===== config.mk =====
export PLATFORM = sky130hd
export DESIGN_NAME = mbus_layer_wrapper
export DESIGN_NICKNAME = d
export VERILOG_FILES = /design/src/common/mbus_power_pkg.sv /design/src/common/mbus_frame_pkg.sv /design/src/common/mbus_msg_if.sv /design/src/design/mbus_layer_wrapper.sv /design/src/design/mbus_sleep_ctrl.sv /design/src/design/mbus_wire_ctrl.sv /design/src/node/mbus_tx_frame.sv /design/src/node/mbus_rx_frame.sv
export SDC_FILE = /design/constraint.sdc
export NUM_CORES = 1
export LEC_CHECK = 0
export BUFFER_PORTS_ARGS = -buffer_cell sky130_fd_sc_hd__clkbuf_2
export CORE_ASPECT_RATIO = 1.25
export CORE_UTILIZATION = 30
export DETAILED_ROUTE_END_ITERATION = 10
export PLACE_DENSITY = 0.55
export SLEW_MARGIN = 20
export SYNTH_ARGS = -nofsm -noshare
export SYNTH_HDL_FRONTEND = slang
export SYNTH_SLANG_ARGS = --single-unit
export TNS_END_PERCENT = 1

===== constraint.sdc =====
create_clock -name clkin -period 4.1 [get_ports clkin]
set_clock_uncertainty 0.1 [all_clocks]
set_input_delay 0.615 -clock clkin [delete_from_list [all_inputs] [get_ports clkin]]
set_output_delay 0.615 -clock clkin [all_outputs]
set_load 0.05 [all_outputs]

===== src/common/mbus_power_pkg.sv =====
package mbus_power_pkg;

	// power sequence of the gated node
	// isolate, then reset, then sleep; the wake path runs it backwards
	typedef enum logic [2:0] {
		ST_AWAKE,
		ST_ISOLATE,
		ST_RESET,
		ST_SLEEP,
		ST_WAKE_POWER,
		ST_WAKE_RESET
	} sleep_state_t;

	// cycles from a sampled wake event until isolation is released
	localparam int WAKE_CYCLES = 3;

	// the wake path spends one cycle each in ST_WAKE_RESET and in the step into
	// ST_AWAKE, the rest is power-up time
	localparam int WAKE_POWER_CYCLES = WAKE_CYCLES - 2;

	localparam int WAKE_CNT_WIDTH = $clog2(WAKE_POWER_CYCLES) + 1;

endpackage


===== src/common/mbus_frame_pkg.sv =====
package mbus_frame_pkg;

	// field widths of one frame
	localparam int ADDR_WIDTH = 8;
	localparam int DATA_WIDTH = 32;

	// start bit, address, data, stop bit
	localparam int FRAME_BITS = 42;

	// address and data together, as collected by the receiver
	localparam int PAYLOAD_BITS = ADDR_WIDTH + DATA_WIDTH;

	// wide enough to count a full frame length
	localparam int CNT_WIDTH = $clog2(FRAME_BITS + 1);

	// upper nibble that marks a broadcast address
	localparam logic [3:0] BCAST_PREFIX = 4'h0;

	// one address byte, read either as a unit address or as a broadcast channel
	typedef union packed {
		struct packed {
			logic [3:0] prefix;
			logic [3:0] fu_id;
		} short_addr;
		struct packed {
			logic [3:0] marker;
			logic [3:0] channel;
		} bcast_addr;
	} mbus_addr_t;

endpackage

===== src/common/mbus_msg_if.sv =====
`timescale 1ns/1ns

interface mbus_msg_if import mbus_frame_pkg::*; ();

	// transmit side, from the layer controller
	mbus_addr_t tx_addr;
	logic [DATA_WIDTH-1:0] tx_data;
	logic tx_req;
	logic tx_ack;
	logic tx_succ;

	// receive side, toward the layer controller
	mbus_addr_t rx_addr;
	logic [DATA_WIDTH-1:0] rx_data;
	logic rx_req;
	logic rx_ack;
	logic rx_broadcast;
	logic rx_fail;

	modport rx_side (
		output rx_addr, rx_data, rx_req, rx_broadcast, rx_fail,
		input  rx_ack
	);

	modport tx_side (
		input  tx_addr, tx_data, tx_req,
		output tx_ack, tx_succ
	);

	// isolation logic in front of the layer controller
	modport lc_side (
		output tx_addr, tx_data, tx_req, rx_ack,
		input  tx_ack, tx_succ, rx_addr, rx_data, rx_req, rx_broadcast, rx_fail
	);

endinterface


===== src/design/mbus_layer_wrapper.sv =====
`timescale 1ns/1ns

module mbus_layer_wrapper
	import mbus_frame_pkg::*;
	import mbus_power_pkg::*;
#(
	parameter logic [3:0] NODE_PREFIX = 4'h5
)
(
	input  logic clkin,
	input  logic rst,
	input  logic din,
	output logic dout,
	input  mbus_addr_t tx_addr,
	input  logic [DATA_WIDTH-1:0] tx_data,
	input  logic tx_req,
	input  logic rx_ack,
	input  logic sleep_req,
	input  logic req_int,
	output logic tx_ack,
	output logic tx_succ,
	output logic rx_req,
	output logic rx_broadcast,
	output logic rx_fail,
	output mbus_addr_t rx_addr,
	output logic [DATA_WIDTH-1:0] rx_data,
	output logic node_sleep,
	output logic node_isolate
);

	logic rx_busy;
	logic tx_active;
	logic tx_bit;
	logic din_fall;
	logic node_reset;
	logic node_rst;
	logic wake;

	mbus_msg_if msg ();

	// power-gated node, held in reset while it is down
	assign node_rst = rst | node_reset;

	mbus_rx_frame mbus_rx_frame_i (
		.clkin       (clkin),
		.rst         (node_rst),
		.din         (din),
		.node_prefix (NODE_PREFIX),
		.rx_busy     (rx_busy),
		.msg         (msg.rx_side)
	);

	mbus_tx_frame mbus_tx_frame_i (
		.clkin     (clkin),
		.rst       (node_rst),
		.rx_busy   (rx_busy),
		.tx_active (tx_active),
		.tx_bit    (tx_bit),
		.msg       (msg.tx_side)
	);

	// always-on part
	mbus_wire_ctrl mbus_wire_ctrl_i (
		.clkin     (clkin),
		.rst       (rst),
		.din       (din),
		.tx_active (tx_active),
		.tx_bit    (tx_bit),
		.dout      (dout),
		.din_fall  (din_fall)
	);

	// raw tx_req here, the clamped copy is held low during sleep
	assign wake = req_int | tx_req | din_fall;

	mbus_sleep_ctrl mbus_sleep_ctrl_i (
		.clkin        (clkin),
		.rst          (rst),
		.sleep_req    (sleep_req),
		.wake         (wake),
		.busy         (rx_busy | tx_active),
		.node_sleep   (node_sleep),
		.node_isolate (node_isolate),
		.node_reset   (node_reset)
	);

	// isolation clamps toward the node
	assign msg.tx_addr = tx_addr;
	assign msg.tx_data = tx_data;
	assign msg.tx_req = tx_req & ~node_isolate;
	assign msg.rx_ack = rx_ack & ~node_isolate;

	// and toward the layer controller
	assign tx_ack = msg.tx_ack & ~node_isolate;
	assign tx_succ = msg.tx_succ & ~node_isolate;
	assign rx_req = msg.rx_req & ~node_isolate;
	assign rx_broadcast = msg.rx_broadcast & ~node_isolate;
	assign rx_fail = msg.rx_fail & ~node_isolate;
	assign rx_addr = node_isolate ? '0 : msg.rx_addr;
	assign rx_data = node_isolate ? '0 : msg.rx_data;

	// wake timing as seen at the clamps
	wake_releases_iso: assert property (@(posedge clkin) disable iff (rst)
		node_sleep && wake |-> ##WAKE_CYCLES !node_isolate)
		else $error("isolation not released on time after wake");

endmodule


===== src/design/mbus_sleep_ctrl.sv =====
`timescale 1ns/1ns

module mbus_sleep_ctrl
	import mbus_power_pkg::*;
(
	input  logic clkin,
	input  logic rst,
	input  logic sleep_req,
	input  logic wake,
	input  logic busy,
	output logic node_sleep,
	output logic node_isolate,
	output logic node_reset
);

	sleep_state_t state_q;
	sleep_state_t state_d;
	logic [WAKE_CNT_WIDTH-1:0] wake_cnt;

	always_comb
	begin
		state_d = state_q;
		case (state_q)
			ST_AWAKE:
				if (sleep_req && !busy)
					state_d = ST_ISOLATE;
			ST_ISOLATE:
				state_d = ST_RESET;
			ST_RESET:
				state_d = ST_SLEEP;
			ST_SLEEP:
				if (wake)
					state_d = ST_WAKE_POWER;
			ST_WAKE_POWER:
				if (wake_cnt == '0)
					state_d = ST_WAKE_RESET;
			ST_WAKE_RESET:
				state_d = ST_AWAKE;
			default:
				state_d = ST_AWAKE;
		endcase
	end

	always_ff @(posedge clkin)
	begin
		if (rst)
		begin
			state_q <= ST_AWAKE;
			wake_cnt <= '0;
		end
		else
		begin
			state_q <= state_d;
			// power-up time, loaded on the way out of sleep
			if (state_q == ST_SLEEP)
				wake_cnt <= WAKE_CNT_WIDTH'(WAKE_POWER_CYCLES - 1);
			else if (wake_cnt != '0)
				wake_cnt <= wake_cnt - 1'b1;
		end
	end

	assign node_sleep = (state_q == ST_SLEEP);
	assign node_isolate = (state_q != ST_AWAKE);
	assign node_reset = (state_q == ST_RESET) || (state_q == ST_SLEEP)
		|| (state_q == ST_WAKE_POWER);

	// the powered-down node is always held in reset behind the clamps
	sleep_behind_iso: assert property (@(posedge clkin) disable iff (rst)
		node_sleep |-> node_isolate && node_reset)
		else $error("node asleep without isolation and reset");

endmodule


===== src/design/mbus_wire_ctrl.sv =====
`timescale 1ns/1ns

module mbus_wire_ctrl
(
	input  logic clkin,
	input  logic rst,
	input  logic din,
	input  logic tx_active,
	input  logic tx_bit,
	output logic dout,
	output logic din_fall
);

	logic din_q;

	// always on, so the ring keeps working while the node sleeps
	always_ff @(posedge clkin)
	begin
		if (rst)
		begin
			dout <= 1'b1;
			din_q <= 1'b1;
			din_fall <= 1'b0;
		end
		else
		begin
			// own frame wins, otherwise repeat upstream with one cycle delay
			if (tx_active)
				dout <= tx_bit;
			else
				dout <= din;

			din_q <= din;
			// high the cycle after a start bit shows up
			din_fall <= din_q & ~din;
		end
	end

endmodule


===== src/node/mbus_tx_frame.sv =====
`timescale 1ns/1ns

module mbus_tx_frame
	import mbus_frame_pkg::*;
(
	input  logic clkin,
	input  logic rst,
	input  logic rx_busy,
	output logic tx_active,
	output logic tx_bit,
	mbus_msg_if.tx_side msg
);

	logic [FRAME_BITS-1:0] shift_q;
	logic [CNT_WIDTH-1:0] bit_cnt;
	logic active_q;
	logic succ_q;
	logic start;
	logic last_bit;

	// take the request only while nothing is on the wire
	assign start = msg.tx_req && !rx_busy && !active_q;

	// stop bit is on tx_bit in this cycle
	assign last_bit = active_q && (bit_cnt == CNT_WIDTH'(FRAME_BITS - 1));

	always_ff @(posedge clkin)
	begin
		if (rst)
		begin
			active_q <= 1'b0;
			bit_cnt <= '0;
			succ_q <= 1'b0;
		end
		else
		begin
			succ_q <= last_bit;
			if (start)
			begin
				active_q <= 1'b1;
				bit_cnt <= '0;
			end
			else if (active_q)
			begin
				bit_cnt <= bit_cnt + 1'b1;
				if (last_bit)
					active_q <= 1'b0;
			end
		end
	end

	// MSB first; the line idles high, so ones fill in behind
	always_ff @(posedge clkin)
	begin
		if (start)
			shift_q <= {1'b0, msg.tx_addr, msg.tx_data, 1'b1};
		else if (active_q)
			shift_q <= {shift_q[FRAME_BITS-2:0], 1'b1};
	end

	assign tx_active = active_q;
	assign tx_bit = shift_q[FRAME_BITS-1];

	assign msg.tx_ack = start;
	assign msg.tx_succ = succ_q;

	// a new request is never acknowledged on top of a running frame
	tx_ack_when_idle: assert property (@(posedge clkin) disable iff (rst)
		msg.tx_ack |-> !tx_active)
		else $error("tx_ack while a frame is being sent");

endmodule


===== src/node/mbus_rx_frame.sv =====
`timescale 1ns/1ns

module mbus_rx_frame
	import mbus_frame_pkg::*;
(
	input  logic clkin,
	input  logic rst,
	input  logic din,
	input  logic [3:0] node_prefix,
	output logic rx_busy,
	mbus_msg_if.rx_side msg
);

	logic busy_q;
	logic [CNT_WIDTH-1:0] bit_cnt;
	logic [CNT_WIDTH-1:0] idle_cnt;
	logic synced;
	logic [PAYLOAD_BITS-1:0] shift_q;
	mbus_addr_t frame_addr;
	logic is_bcast;
	logic addr_match;
	logic stop_seen;
	logic frame_ok;

	logic rx_req_q;
	logic rx_fail_q;
	mbus_addr_t rx_addr_q;
	logic [DATA_WIDTH-1:0] rx_data_q;
	logic rx_bcast_q;

	// coming out of reset the line may be in the middle of a frame, e.g. the one
	// whose start bit woke the node, so a start bit is only taken after a full
	// frame length of idle line
	assign synced = (idle_cnt == CNT_WIDTH'(FRAME_BITS));

	// address byte sits on top of the shift register once all payload bits are in
	assign frame_addr = shift_q[PAYLOAD_BITS-1 -: ADDR_WIDTH];
	assign is_bcast = (frame_addr.bcast_addr.marker == BCAST_PREFIX);
	assign addr_match = is_bcast || (frame_addr.short_addr.prefix == node_prefix);

	// bit_cnt counts payload bits after the start bit
	assign stop_seen = busy_q && (bit_cnt == CNT_WIDTH'(PAYLOAD_BITS));
	assign frame_ok = stop_seen && din && addr_match;

	// a low line while idle is the start bit itself
	assign rx_busy = busy_q | ~din;

	always_ff @(posedge clkin)
	begin
		if (rst)
		begin
			busy_q <= 1'b0;
			bit_cnt <= '0;
			idle_cnt <= '0;
			rx_req_q <= 1'b0;
			rx_fail_q <= 1'b0;
		end
		else
		begin
			if (!synced)
				idle_cnt <= din ? idle_cnt + 1'b1 : '0;

			if (busy_q)
			begin
				bit_cnt <= bit_cnt + 1'b1;
				if (stop_seen)
					busy_q <= 1'b0;
			end
			else if (synced && !din)
			begin
				busy_q <= 1'b1;
				bit_cnt <= '0;
			end

			// overrun: the held message stays, the new one is dropped
			rx_fail_q <= frame_ok && rx_req_q;

			if (frame_ok && !rx_req_q)
				rx_req_q <= 1'b1;
			else if (msg.rx_ack)
				rx_req_q <= 1'b0;
		end
	end

	always_ff @(posedge clkin)
	begin
		if (busy_q && !stop_seen)
			shift_q <= {shift_q[PAYLOAD_BITS-2:0], din};

		if (frame_ok && !rx_req_q)
		begin
			rx_addr_q <= frame_addr;
			rx_data_q <= shift_q[DATA_WIDTH-1:0];
			rx_bcast_q <= is_bcast;
		end
	end

	assign msg.rx_req = rx_req_q;
	assign msg.rx_fail = rx_fail_q;
	assign msg.rx_addr = rx_addr_q;
	assign msg.rx_data = rx_data_q;
	assign msg.rx_broadcast = rx_bcast_q;

	// an overrun needs a message that was already waiting
	rx_fail_needs_req: assert property (@(posedge clkin) disable iff (rst)
		msg.rx_fail |-> $past(msg.rx_req))
		else $error("rx_fail raised with no message held");

endmodule


==> metrics <==
worst skew pair latency 420 ps; Die Wd 129.3 um; GRT Util Overall a little under an eighth; number of global-route vias before repair ~3400; Max Slew Vio Count 0; status complete, no violations; cells after synthesis between 300 and 400; Distinct cells, synth 43; max-cap viol count 0; Worst path slowest cell nor2_8; Seq cells post-synth about 150; routed wire length approximately 11000 um; cell row count 57; drt first pass iters 4; first-pass GRT wire length 17610 um; share of cells above drive strength 1 between 30 and 40%; worst relative slew slack 32.57%; fillers 1858; clk slew on worst S/H paths 70 ps; top-area cell type share of the netlist area 59.79%; area of the multi-input gates 1649 um^2; core area 19610 um^2; Initial Utilization 30.99%; initial antenna violation count 0; clock tree buffer depth 2; worst-path cell chain nor3_4 -> buf_4 -> nand3_4 -> nor2_8 -> clkbuf_2; nature of the critical path startpoint register; final setup fails 0; placed insts 730; post-DP HPWL 7131 um; CTS buffer count 17; Seq/Total Area, Yosys 70.00%; Synth-to-Final Area Change 21.25%; Worst VDD drop 0.2398 mV; LEAKAGE approximately 2.7 nW; fin crit period 3231 ps; Tightest Hold Check Type reg -> reg; Area contributors post-synth edfxtp_1 60%, dfxtp_1 10%, mux2_4 9.4%, and2_1 4.6%, buf_12 1.3%; crit end category output port; number of gates resized after CTS 0; via count 3284; Synth area leader edfxtp_1; Hold Fails Final Rpt 0; CTS tree built; die height 161.1 um; Syn Nets 434; vias per cell 4.310; Reg area 4254 um^2; Max FO, Critical Path 48; GP Congestion slightly above 0.7; Mapped Avg Cell Area 15.95 um^2; H-tree levels 4; Period Utilization, post-route between 70% and 80%; largest net degree at the start of global routing 49; wire per inst ~14 um; post-synthesis instance area between 6000 and 7000 um^2; nets 537; 1st-iter DRT viols 228; final setup TNS 0 ps; crit path kind reg -> out; # IOs 95; setup bufs post-CTS 0; unrepaired setup endpoints after global routing false; clock tree root driver cell clkbuf_16; Critical Path AT ~2500 ps; CP max stage delay 530 ps; area of the die between 20000 and 25000 um^2; Hold Buf Count CTS 0; port bufs 94; CTS sink cnt 152; Layout Cells excl Fill 762; area post-placement 6784 um^2; Power Dens Cells 515.4 nW/um^2; # diodes 0; worst-margin pin slew 1011 ps; Final Cell Area 7368 um^2; Synth Warn # 0; total gr overflow 0; DRC 0; Critical Path RT 3380 ps; FMAX 309.5 MHz; Antenna Violating Nets Remaining 0
-- cell families (layout without fill, tap and decap cells) --
| family | count (synthesis) | count (layout) | synth area share, % |
|---|---|---|---|
| AOI/OAI and AO/OA | 24 | 24 | 2.512 |
| other | 1 | 1 | 0.06171 |
| muxes | 41 | 41 | 9.903 |
| buffers and inverters | 26 | 142 | 3.006 |
| DFF | 152 | 152 | 70.00 |
| xor gates and xnor gates | 10 | 10 | 1.441 |
| adders and majority gates | 6 | 6 | 1.235 |
| and+or+nand+nor | 121 | 121 | 11.84 |
-- flip-flops by register name, indices dropped and copies added, names as in the netlist, 3 cells and up --
name and cells:
mbus_tx_frame_i.shift_q 41, mbus_rx_frame_i.msg.rx_addr 8, mbus_rx_frame_i.shift_q 40, mbus_sleep_ctrl_i.state_q 3, mbus_tx_frame_i.bit_cnt 6, mbus_rx_frame_i.msg.rx_data 32
mbus_rx_frame_i.idle_cnt 6, mbus_rx_frame_i.bit_cnt 6
-- critical path: cells and delay by family, from the launching register on --
family,cells,cell delay (ps)
buf+inv,2,760
flops,1,410
simple gates,3,920
-- cell usage in the layout (no fill, tap or decap), types with 10 or more instances in the layout --
cell / n
edfxtp_1: 121
clkbuf_2: 94
and2_1: 45
mux2_4: 38
dfxtp_1: 31
clkbuf_16: 17
nor2_1: 13
nand3_1: 13
a21oi_1: 12
inv_1: 11
nand2_1: 10
-- through the flow --
stage                     utilization, %  hold WS [ps]  total power, mW  setup WS [ps]
after floorplan                        -         292.4            2.199          499.7
after global placement             34.59         300.7            2.295           1212
after detailed placement           34.59         302.1            2.303           1179
after CTS                          37.57         312.4            3.845          789.8
after global routing               37.57         329.6            3.936          668.1
final                              37.57         309.3            3.798          869.1
-- final timing paths --
check,from,to,slack [ps],cells after the start
setup / recovery,mbus_sleep_ctrl_i.state_q[1]$_SDFFE_PP0P_,tx_ack,870,5
hold / removal,mbus_wire_ctrl_i.din_q$_SDFF_PP1_,mbus_wire_ctrl_i.din_fall$_SDFF_PP0_,310,2
setup reg to reg,mbus_sleep_ctrl_i.state_q[1]$_SDFFE_PP0P_,mbus_tx_frame_i.shift_q[35]$_DFFE_PP_,1320,6
hold reg to reg,mbus_wire_ctrl_i.din_q$_SDFF_PP1_,mbus_wire_ctrl_i.din_fall$_SDFF_PP0_,310,2
-- synthesized netlist by cell type (all sizes together) --
cell and count:
xnor2 5, inv 11, mux2 39, a21oi 12
edfxtp 121, buf 11, conb 1, nand3 14
and2 45, xor2 5, a31oi 1, nand4bb 1
o31ai 1, dfxtp 31, or3 2, or2 3
o21ai 1, nor2b 1, a2bb2oi 1, ha 6
and2b 1, nand4 6, a211o 1, nor4 4
nand2 10, clkbuf 4, nand4b 1, a311oi 3
nand2b 2, nor2 14, nor3b 2, o21a 2
and3 6, a211oi 2, mux2i 2, nor3 9
-- area by class of cell --
type | count | share of cell area [%]
Clock buffer | 17 | 5.773
Clock inverter | 15 | 2.157
Inverter | 11 | 0.5604
Multi-Input combinational cell | 203 | 22.38
Sequential cell | 152 | 57.73
Tap cell | 265 | 4.500
Timing Repair Buffer | 99 | 6.894
-- per-layer routing --
layer / wire length, um / GRT usage (%) / vias up
met1: 4955 / 13.36 / 1606
met4: 233 / 5.615 / 0
met2: 5449 / 18.70 / 55
li1: - / - / 1605
met5: 0 / 0 / -
met3: 349 / 3.147 / 18
-- power by group --
group	internal, mW	total [mW]	switching [mW]
logic	0.178	0.492	0.315
clock network	0.859	1.53	0.676
registers	1.74	1.77	0.0323
Power figures use the tool's default switching activity.
